File: config.mk
export PLATFORM = sky130hd
export DESIGN_NAME = idct_col_top
export DESIGN_NICKNAME = d
export VERILOG_FILES = /design/src/source/idct_pkg.sv /design/src/source/idct_sequencer.sv /design/src/source/idct_coef_rom.sv /design/src/source/idct_mac_lane.sv /design/src/source/idct_drain.sv /design/src/source/idct_col_top.sv
export VERILOG_INCLUDE_DIRS = /design/src /design/src/source
export SDC_FILE = /design/constraint.sdc
export NUM_CORES = 2
export LEC_CHECK = 0
export BUFFER_PORTS_ARGS = -buffer_cell sky130_fd_sc_hd__buf_2
export CORE_MARGIN = 10
export CORE_UTILIZATION = 47
export CTS_CLUSTER_DIAMETER = 50
export CTS_CLUSTER_SIZE = 30
export DETAILED_ROUTE_END_ITERATION = 12
export GPL_TIMING_DRIVEN = 0
export PLACE_DENSITY_LB_ADDON = 0.3
export SETUP_SLACK_MARGIN = 0.1
export SYNTH_ARGS = -nofsm -noshare
export SYNTH_HDL_FRONTEND = slang
export SYNTH_HIERARCHICAL = 1
export SYNTH_SLANG_ARGS = --single-unit
File: constraint.sdc
create_clock -name clk -period 10.4 [get_ports clk]
set_input_delay 0.52 -clock clk [delete_from_list [all_inputs] [get_ports clk]]
set_output_delay 0.52 -clock clk [all_outputs]
set_load 0.05 [all_outputs]
File: src/source/idct_consts.svh
/* widths and matrix constants for the HEVC column inverse transform
   sizes are fixed by the 8-point matrix, so nothing here is meant to be overridden */

`ifndef IDCT_CONSTS_SVH
`define IDCT_CONSTS_SVH

// datapath widths
`define IDCT_SAMPLE_W 16            // input coefficient
`define IDCT_COEF_W   8             // signed matrix entry, |89| fits
`define IDCT_ACC_W    27            // eight 24-bit products without overflow
`define IDCT_OUT_W    8             // emitted slice of the rounded sum

`define IDCT_LANES    8             // one lane per output row

// output rounding, (sum + 2^11) >>> 12
`define IDCT_ROUND    2048
`define IDCT_SHIFT    12

// the seven distinct magnitudes of the HEVC 8-point matrix
`define IDCT_M0       64
`define IDCT_M1       89
`define IDCT_M2       83
`define IDCT_M3       75
`define IDCT_M4       50
`define IDCT_M5       36
`define IDCT_M6       18

`endif

File: src/source/idct_pkg.sv
/* shared types of the column transform
   widths come from idct_consts.svh */

`default_nettype none

`include "idct_consts.svh"

package idct_pkg;

    typedef logic signed [`IDCT_SAMPLE_W-1:0] sample_t;   // input coefficient
    typedef logic signed [`IDCT_COEF_W-1:0]   coef_t;     // matrix entry
    typedef logic signed [`IDCT_ACC_W-1:0]    acc_t;      // lane sum
    typedef logic        [`IDCT_OUT_W-1:0]    out_t;      // output sample

    typedef logic [2:0] beat_t;     // beat or row index

    // same encoding as the old mode flag
    typedef enum logic {
        mode_4pt = 1'b0,
        mode_8pt = 1'b1
    } mode_t;

endpackage

`default_nettype wire

File: src/source/idct_sequencer.sv
/* beat counter of the column stage
   a column starts after reset or after the last beat of the previous one,
   in_mode is only looked at on beat 0 */

`default_nettype none

module idct_sequencer (
    input  wire logic              clk,
    input  wire logic              rst_b,
    input  wire logic              in_valid,
    input  idct_pkg::mode_t        in_mode,
    output idct_pkg::beat_t        beat_index,
    output idct_pkg::mode_t        beat_mode,
    output logic                   acc_en,
    output logic                   acc_clear,
    output logic                   col_done,
    output idct_pkg::mode_t        col_mode
);

    idct_pkg::beat_t beat_cnt;
    idct_pkg::mode_t mode_q;        // mode of the column in progress
    logic            first_beat;
    logic            last_beat;

    assign first_beat = (beat_cnt == 3'd0);

    // mode is live on beat 0, held afterwards
    assign beat_mode  = first_beat ? in_mode : mode_q;
    assign beat_index = beat_cnt;
    assign last_beat  = (beat_mode == idct_pkg::mode_8pt) ? (beat_cnt == 3'd7)
                                                          : (beat_cnt == 3'd3);

    assign acc_en    = in_valid;
    assign acc_clear = first_beat;  // lanes load instead of add

    always_ff @(posedge clk)
    begin
        if (!rst_b)
        begin
            beat_cnt <= '0;
            mode_q   <= idct_pkg::mode_4pt;
            col_done <= 1'b0;
            col_mode <= idct_pkg::mode_4pt;
        end
        else
        begin
            col_done <= in_valid && last_beat;
            if (in_valid)
            begin
                beat_cnt <= last_beat ? 3'd0 : beat_cnt + 3'd1;
                if (first_beat)
                    mode_q <= in_mode;
                if (last_beat)
                    col_mode <= beat_mode;  // travels with the done pulse
            end
        end
    end

    // a column is at least four beats long
    a_done_single: assert property (@(posedge clk) disable iff (!rst_b)
        col_done |=> !col_done)
        else $error("col_done high on two consecutive cycles");

endmodule

`default_nettype wire

File: src/source/idct_coef_rom.sv
/* combinational HEVC matrix lookup, entry (beat, lane) for every lane
   4-point mode uses the even rows of the 8-point matrix, lanes 4..7 read zero */

`default_nettype none

`include "idct_consts.svh"

module idct_coef_rom (
    input  idct_pkg::beat_t        beat_index,
    input  idct_pkg::mode_t        beat_mode,
    output idct_pkg::coef_t        lane_coef [`IDCT_LANES]
);

    idct_pkg::beat_t                 row;       // row of the 8-point matrix
    logic [`IDCT_LANES-1:0][2:0]     mag_sel;   // magnitude index per lane
    logic [`IDCT_LANES-1:0]          neg;       // lane takes the negative

    function automatic idct_pkg::coef_t mag_of(input logic [2:0] sel);
        case (sel)
            3'd0:    return idct_pkg::coef_t'(`IDCT_M0);
            3'd1:    return idct_pkg::coef_t'(`IDCT_M1);
            3'd2:    return idct_pkg::coef_t'(`IDCT_M2);
            3'd3:    return idct_pkg::coef_t'(`IDCT_M3);
            3'd4:    return idct_pkg::coef_t'(`IDCT_M4);
            3'd5:    return idct_pkg::coef_t'(`IDCT_M5);
            3'd6:    return idct_pkg::coef_t'(`IDCT_M6);
            default: return '0;
        endcase
    endfunction

    assign row = (beat_mode == idct_pkg::mode_8pt) ? beat_index : {beat_index[1:0], 1'b0};

    // lane 7 on the left
    always_comb
    begin
        case (row)
            3'd0:    begin mag_sel = {8{3'd0}};                                  neg = 8'b0000_0000; end
            3'd1:    begin mag_sel = {3'd1, 3'd3, 3'd4, 3'd6, 3'd6, 3'd4, 3'd3, 3'd1}; neg = 8'b1111_0000; end
            3'd2:    begin mag_sel = {3'd2, 3'd5, 3'd5, 3'd2, 3'd2, 3'd5, 3'd5, 3'd2}; neg = 8'b0011_1100; end
            3'd3:    begin mag_sel = {3'd3, 3'd6, 3'd1, 3'd4, 3'd4, 3'd1, 3'd6, 3'd3}; neg = 8'b1000_1110; end
            3'd4:    begin mag_sel = {8{3'd0}};                                  neg = 8'b0110_0110; end
            3'd5:    begin mag_sel = {3'd4, 3'd1, 3'd6, 3'd3, 3'd3, 3'd6, 3'd1, 3'd4}; neg = 8'b1011_0010; end
            3'd6:    begin mag_sel = {3'd5, 3'd2, 3'd2, 3'd5, 3'd5, 3'd2, 3'd2, 3'd5}; neg = 8'b0101_1010; end
            default: begin mag_sel = {3'd6, 3'd4, 3'd3, 3'd1, 3'd1, 3'd3, 3'd4, 3'd6}; neg = 8'b1010_1010; end
        endcase

        for (int i = 0; i < `IDCT_LANES; i++)
        begin
            if (beat_mode == idct_pkg::mode_4pt && i >= 4)
                lane_coef[i] = '0;
            else if (neg[i])
                lane_coef[i] = -mag_of(mag_sel[i]);
            else
                lane_coef[i] = mag_of(mag_sel[i]);
        end
    end

    // the sequencer wraps after beat 3 in 4-point mode
    always_comb
    begin
        if (beat_mode == idct_pkg::mode_4pt)
            a_4pt_beat: assert (beat_index < 3'd4)
                else $error("beat index %0d in 4-point mode", beat_index);
    end

endmodule

`default_nettype wire

File: src/source/idct_mac_lane.sv
/* one output row, sum of sample times matrix entry over the column
   the first beat loads the product, later beats add, no saturation */

`default_nettype none

`include "idct_consts.svh"

module idct_mac_lane (
    input  wire logic              clk,
    input  wire logic              rst_b,
    input  wire logic              acc_en,
    input  wire logic              acc_clear,
    input  idct_pkg::sample_t      sample,
    input  idct_pkg::coef_t        coef,
    output idct_pkg::acc_t         lane_acc
);

    logic signed [`IDCT_SAMPLE_W+`IDCT_COEF_W-1:0] product;   // full 24-bit product

    assign product = sample * coef;

    always_ff @(posedge clk)
    begin
        if (!rst_b)
            lane_acc <= '0;
        else if (acc_en)
        begin
            if (acc_clear)
                lane_acc <= idct_pkg::acc_t'(product);  // new column
            else
                lane_acc <= lane_acc + idct_pkg::acc_t'(product);
        end
        // gaps hold the partial sum
    end

endmodule

`default_nettype wire

File: src/source/idct_drain.sv
/* output stage, one row per cycle after col_done
   row 0 leaves on the capture edge, the rest follow from the captured copy,
   only bits [19:12] of the rounded sum are kept so large sums wrap */

`default_nettype none

`include "idct_consts.svh"

module idct_drain (
    input  wire logic              clk,
    input  wire logic              rst_b,
    input  wire logic              col_done,
    input  idct_pkg::mode_t        col_mode,
    input  idct_pkg::acc_t         lane_acc [`IDCT_LANES],
    output logic                   out_valid,
    output idct_pkg::mode_t        out_mode,
    output idct_pkg::out_t         out_sample
);

    idct_pkg::acc_t  row_buf [`IDCT_LANES];     // finished column
    idct_pkg::beat_t cur_row;                   // row now on the output
    idct_pkg::beat_t next_row;
    idct_pkg::beat_t last_row;
    logic            pending;

    function automatic idct_pkg::out_t round_row(input idct_pkg::acc_t sum);
        idct_pkg::acc_t r;
        r = sum + idct_pkg::acc_t'(`IDCT_ROUND);
        return r[`IDCT_SHIFT +: `IDCT_OUT_W];
    endfunction

    assign last_row = (out_mode == idct_pkg::mode_8pt) ? 3'd7 : 3'd3;
    assign next_row = cur_row + 3'd1;
    assign pending  = out_valid && (cur_row != last_row);

    // lanes may already clear for the next column after this edge
    always_ff @(posedge clk)
    begin
        if (col_done)
            row_buf <= lane_acc;
    end

    always_ff @(posedge clk)
    begin
        if (!rst_b)
        begin
            out_valid  <= 1'b0;
            out_mode   <= idct_pkg::mode_4pt;
            out_sample <= '0;
            cur_row    <= '0;
        end
        else if (col_done)
        begin
            out_valid  <= 1'b1;
            out_mode   <= col_mode;
            out_sample <= round_row(lane_acc[0]);   // straight from the lanes
            cur_row    <= '0;
        end
        else if (pending)
        begin
            cur_row    <= next_row;
            out_sample <= round_row(row_buf[next_row]);
        end
        else
            out_valid <= 1'b0;  // sample holds its last value
    end

    // needs at least as many input beats as output rows
    a_no_overrun: assert property (@(posedge clk) disable iff (!rst_b)
        col_done |-> !pending)
        else $error("new column finished before the previous one drained");

endmodule

`default_nettype wire

File: src/source/idct_col_top.sv
/* streaming HEVC inverse transform column stage, 4 or 8 points
   first output row two edges after the last accepted beat, no back-pressure,
   the consumer must take every cycle with out_valid high */

`default_nettype none

`include "idct_consts.svh"

module idct_col_top (
    input  wire logic              clk,
    input  wire logic              rst_b,
    input  wire logic              in_valid,
    input  idct_pkg::mode_t        in_mode,
    input  idct_pkg::sample_t      in_sample,
    output logic                   out_valid,
    output idct_pkg::mode_t        out_mode,
    output idct_pkg::out_t         out_sample
);

    idct_pkg::beat_t beat_index;
    idct_pkg::mode_t beat_mode;
    logic            acc_en;
    logic            acc_clear;
    logic            col_done;
    idct_pkg::mode_t col_mode;

    idct_pkg::coef_t lane_coef [`IDCT_LANES];
    idct_pkg::acc_t  lane_acc  [`IDCT_LANES];

    idct_sequencer i_seq (
        .clk        (clk),
        .rst_b      (rst_b),
        .in_valid   (in_valid),
        .in_mode    (in_mode),
        .beat_index (beat_index),
        .beat_mode  (beat_mode),
        .acc_en     (acc_en),
        .acc_clear  (acc_clear),
        .col_done   (col_done),
        .col_mode   (col_mode)
    );

    idct_coef_rom i_rom (
        .beat_index (beat_index),
        .beat_mode  (beat_mode),
        .lane_coef  (lane_coef)
    );

    // one accumulator per output row
    for (genvar i = 0; i < `IDCT_LANES; i++)
    begin : g_lane
        idct_mac_lane i_lane (
            .clk       (clk),
            .rst_b     (rst_b),
            .acc_en    (acc_en),
            .acc_clear (acc_clear),
            .sample    (in_sample),
            .coef      (lane_coef[i]),
            .lane_acc  (lane_acc[i])
        );
    end

    idct_drain i_drain (
        .clk        (clk),
        .rst_b      (rst_b),
        .col_done   (col_done),
        .col_mode   (col_mode),
        .lane_acc   (lane_acc),
        .out_valid  (out_valid),
        .out_mode   (out_mode),
        .out_sample (out_sample)
    );

endmodule

`default_nettype wire

==> run_results.csv <==
group,metric,value,unit
route,vias,40800,
route,antenna_left,0,
route,wl_per_cell,18.4,µm
clock_network,cts-buffers-inserted,40,
critical_path,setup.worst_path.class,"reg -> reg",
placement,io_buffers,28,
critical_path,start_kind,"flip-flop",
sta,period_needed,9890,ps
global_routing,overflow,0,
power,peakVddDrop,0.285,mV
clock_network,path_clk_slew,70,ps
sta,grt_setup_unrepaired,"false",
critical_path,slowest_delay,490,ps
global_routing,grtUsageTotal,22.5,%
clock_network,h-tree-depth,2,
clock_network,postCtsHoldBufs,0,
final_layout,syn2layout_area_growth,7.57,%
run,maxCapViolations,0,
floorplanning,die_area,123000,µm²
logic_synthesis,synth_area,51300,µm²
sta,holdWs,251,ps
route,wirelength,138000,µm
sta,relSlewSlack,5.40,%
logic_synthesis,syn_nets,7225,
final_layout,drive_above_1_share,6.04,%
clock_network,cts_tree,"built",
critical_path,worstPathRequired,10900,ps
global_routing,grt_pass1_wl,223000,µm
clock_network,clock_sinks,251,
final_layout,nets,7309,
clock_network,clk_path_buf_depth,3,
power,power_density,305,nW/µm²
sta,setup_violations,0,
placement,gp_congestion,0.949,
route,viasPerCell,5.45,
sta,slew_violations,0,
sta,finalCritPeriodShare,95.1,%
route,first_pass_iters,6,
worst_hold_path,hp-class,"in -> reg",
placement,place_area,53300,µm²
placement,dp_hpwl,105000,µm
critical_path,crit_top_cell,"inv_1",
floorplanning,initial_core_util,47.2,%
logic_synthesis,yosys_warnings,6,
placement,dp_cells,7411,
clock_network,root_buffer,"clkbuf_16",
global_routing,antenna_found_initial,4,
critical_path,arrival,10390,ps
global_routing,first_global_vias,41700,
critical_path,path_max_fanout,10,
critical_path,crit_path_end_kind,"flip-flop",
final_layout,design_area,55200,µm²
logic_synthesis,avgSynthCellArea,8.60,µm²
floorplanning,ios,30,
floorplanning,die-height,350,µm
logic_synthesis,syn_inst,5963,
floorplanning,num_rows,121,
sta,hold_violations,0,
route,drt_iter0_markers,2425,
route,drc,0,
power,p_leak,27.0,nW
global_routing,grt_start_max_net_pins,65,
critical_path,crit_slowest_cell,"fa_1",
clock_network,insertion_delay,600,ps
sta,worst_pin_slew,1420,ps
floorplanning,die_x,350,µm
sta,finalClockSkew,30.6,ps
final_layout,final_cells,7494,
sta,max_freq,101,MHz
run_status,status,"complete, no violations",
floorplanning,core_area,109000,µm²
## area by class of cell
class,instances,area (µm²)
antenna,1,2.50
buffer,218,1160
clock buffer,40,1000
clock inverter,34,463
fill,10100,53400
inverter,1090,4100
multi-input combinational,4402,40500
sequential,251,5750
tap,1414,1770
timing repair buffer,44,360
## path summary, 6_finish.rpt
| path | end | cells past startpoint | startpoint | slack, ps |
|---|---|---|---|---|
| min reg2reg | i_drain/out_sample[4]$_SDFFE_PN0P_ | 2 | i_drain/out_sample[4]$_SDFFE_PN0P_ | 470 |
| max | g_lane[5].i_lane/lane_acc[19]$_SDFFE_PN0P_ | 42 | i_seq/beat_index[0]$_SDFFE_PN0P_ | 510 |
| min | i_seq/mode_q$_SDFFE_PN0P_ | 2 | in_valid | 250 |
| max reg2reg | g_lane[5].i_lane/lane_acc[19]$_SDFFE_PN0P_ | 42 | i_seq/beat_index[0]$_SDFFE_PN0P_ | 510 |
## critical path, delay by kind of cell, from the launching register on
family / cells / cell delay, ps
adder cells (fa/ha/maj): 8 / 3060
AO/OA/AOI/OAI: 13 / 2870
buffers and inverters: 11 / 1670
AND/OR/NAND/NOR: 6 / 960
flip-flops: 1 / 420
XOR/XNOR: 2 / 410
multiplexers: 2 / 390
## routing by layer
metal  track usage (%)  routed length, µm
met5                 0                 46
met4              6.62               4470
met3              3.11               8350
met2              38.4              65300
met1              29.6              60100
## sequential cells by signal, summed over array words and instances (netlist names)
name / cells
i_seq/beat_index: 3
i_drain/out_sample: 8
i_seq/col_mode: 1
i_seq/col_done: 1
i_drain/cur_row: 3
i_drain/row_buf: 72
i_seq/mode_q: 1
g_lane.i_lane/lane_acc: 160
i_drain/out_valid: 1
i_drain/out_mode: 1
## layout by cell type, fill, tap and decap left out, types with 45 or more instances in the layout
master       n
nor2_1     351
nand2_1    427
clkbuf_1   116
o21ai_0    203
fa_1       736
inv_1     1080
o21a_1      45
o211ai_1    52
ha_1       506
a21o_1      80
dfxtp_1    177
a211oi_1    62
xor2_1      71
nand3_1     53
edfxtp_1    72
mux2i_1     45
nor3_1      45
a21oi_1    314
xnor2_1    154
and2_1     711
## through the flow
step	setup WS, ps	utilization (%)	total power, mW	TNS (ps)
after floorplan	1580	-	12.2	0
after global placement	-1920	49.0	14.9	-82000
after detailed placement	-1270	49.1	15.1	-43070
after CTS	90.8	50.6	16.7	0
after global routing	91.5	50.8	18.7	0
final	513	50.8	16.8	0
## report_power, final
part	leakage, nW	internal [mW]	total, mW	switching, mW
Clock	0.708	0.854	1.47	0.615
Sequential	2.14	1.21	1.38	0.165
Combinational	24.1	5.77	14.0	8.21
Total	27.0	7.83	16.8	8.99
## timing repair
item	CTS	global route
setup endpoints to repair	78	55
gates resized for setup	19	96
buffers inserted	3	7
pin swaps	0	5
No activity file was read; power rests on OpenSTA's default activity.
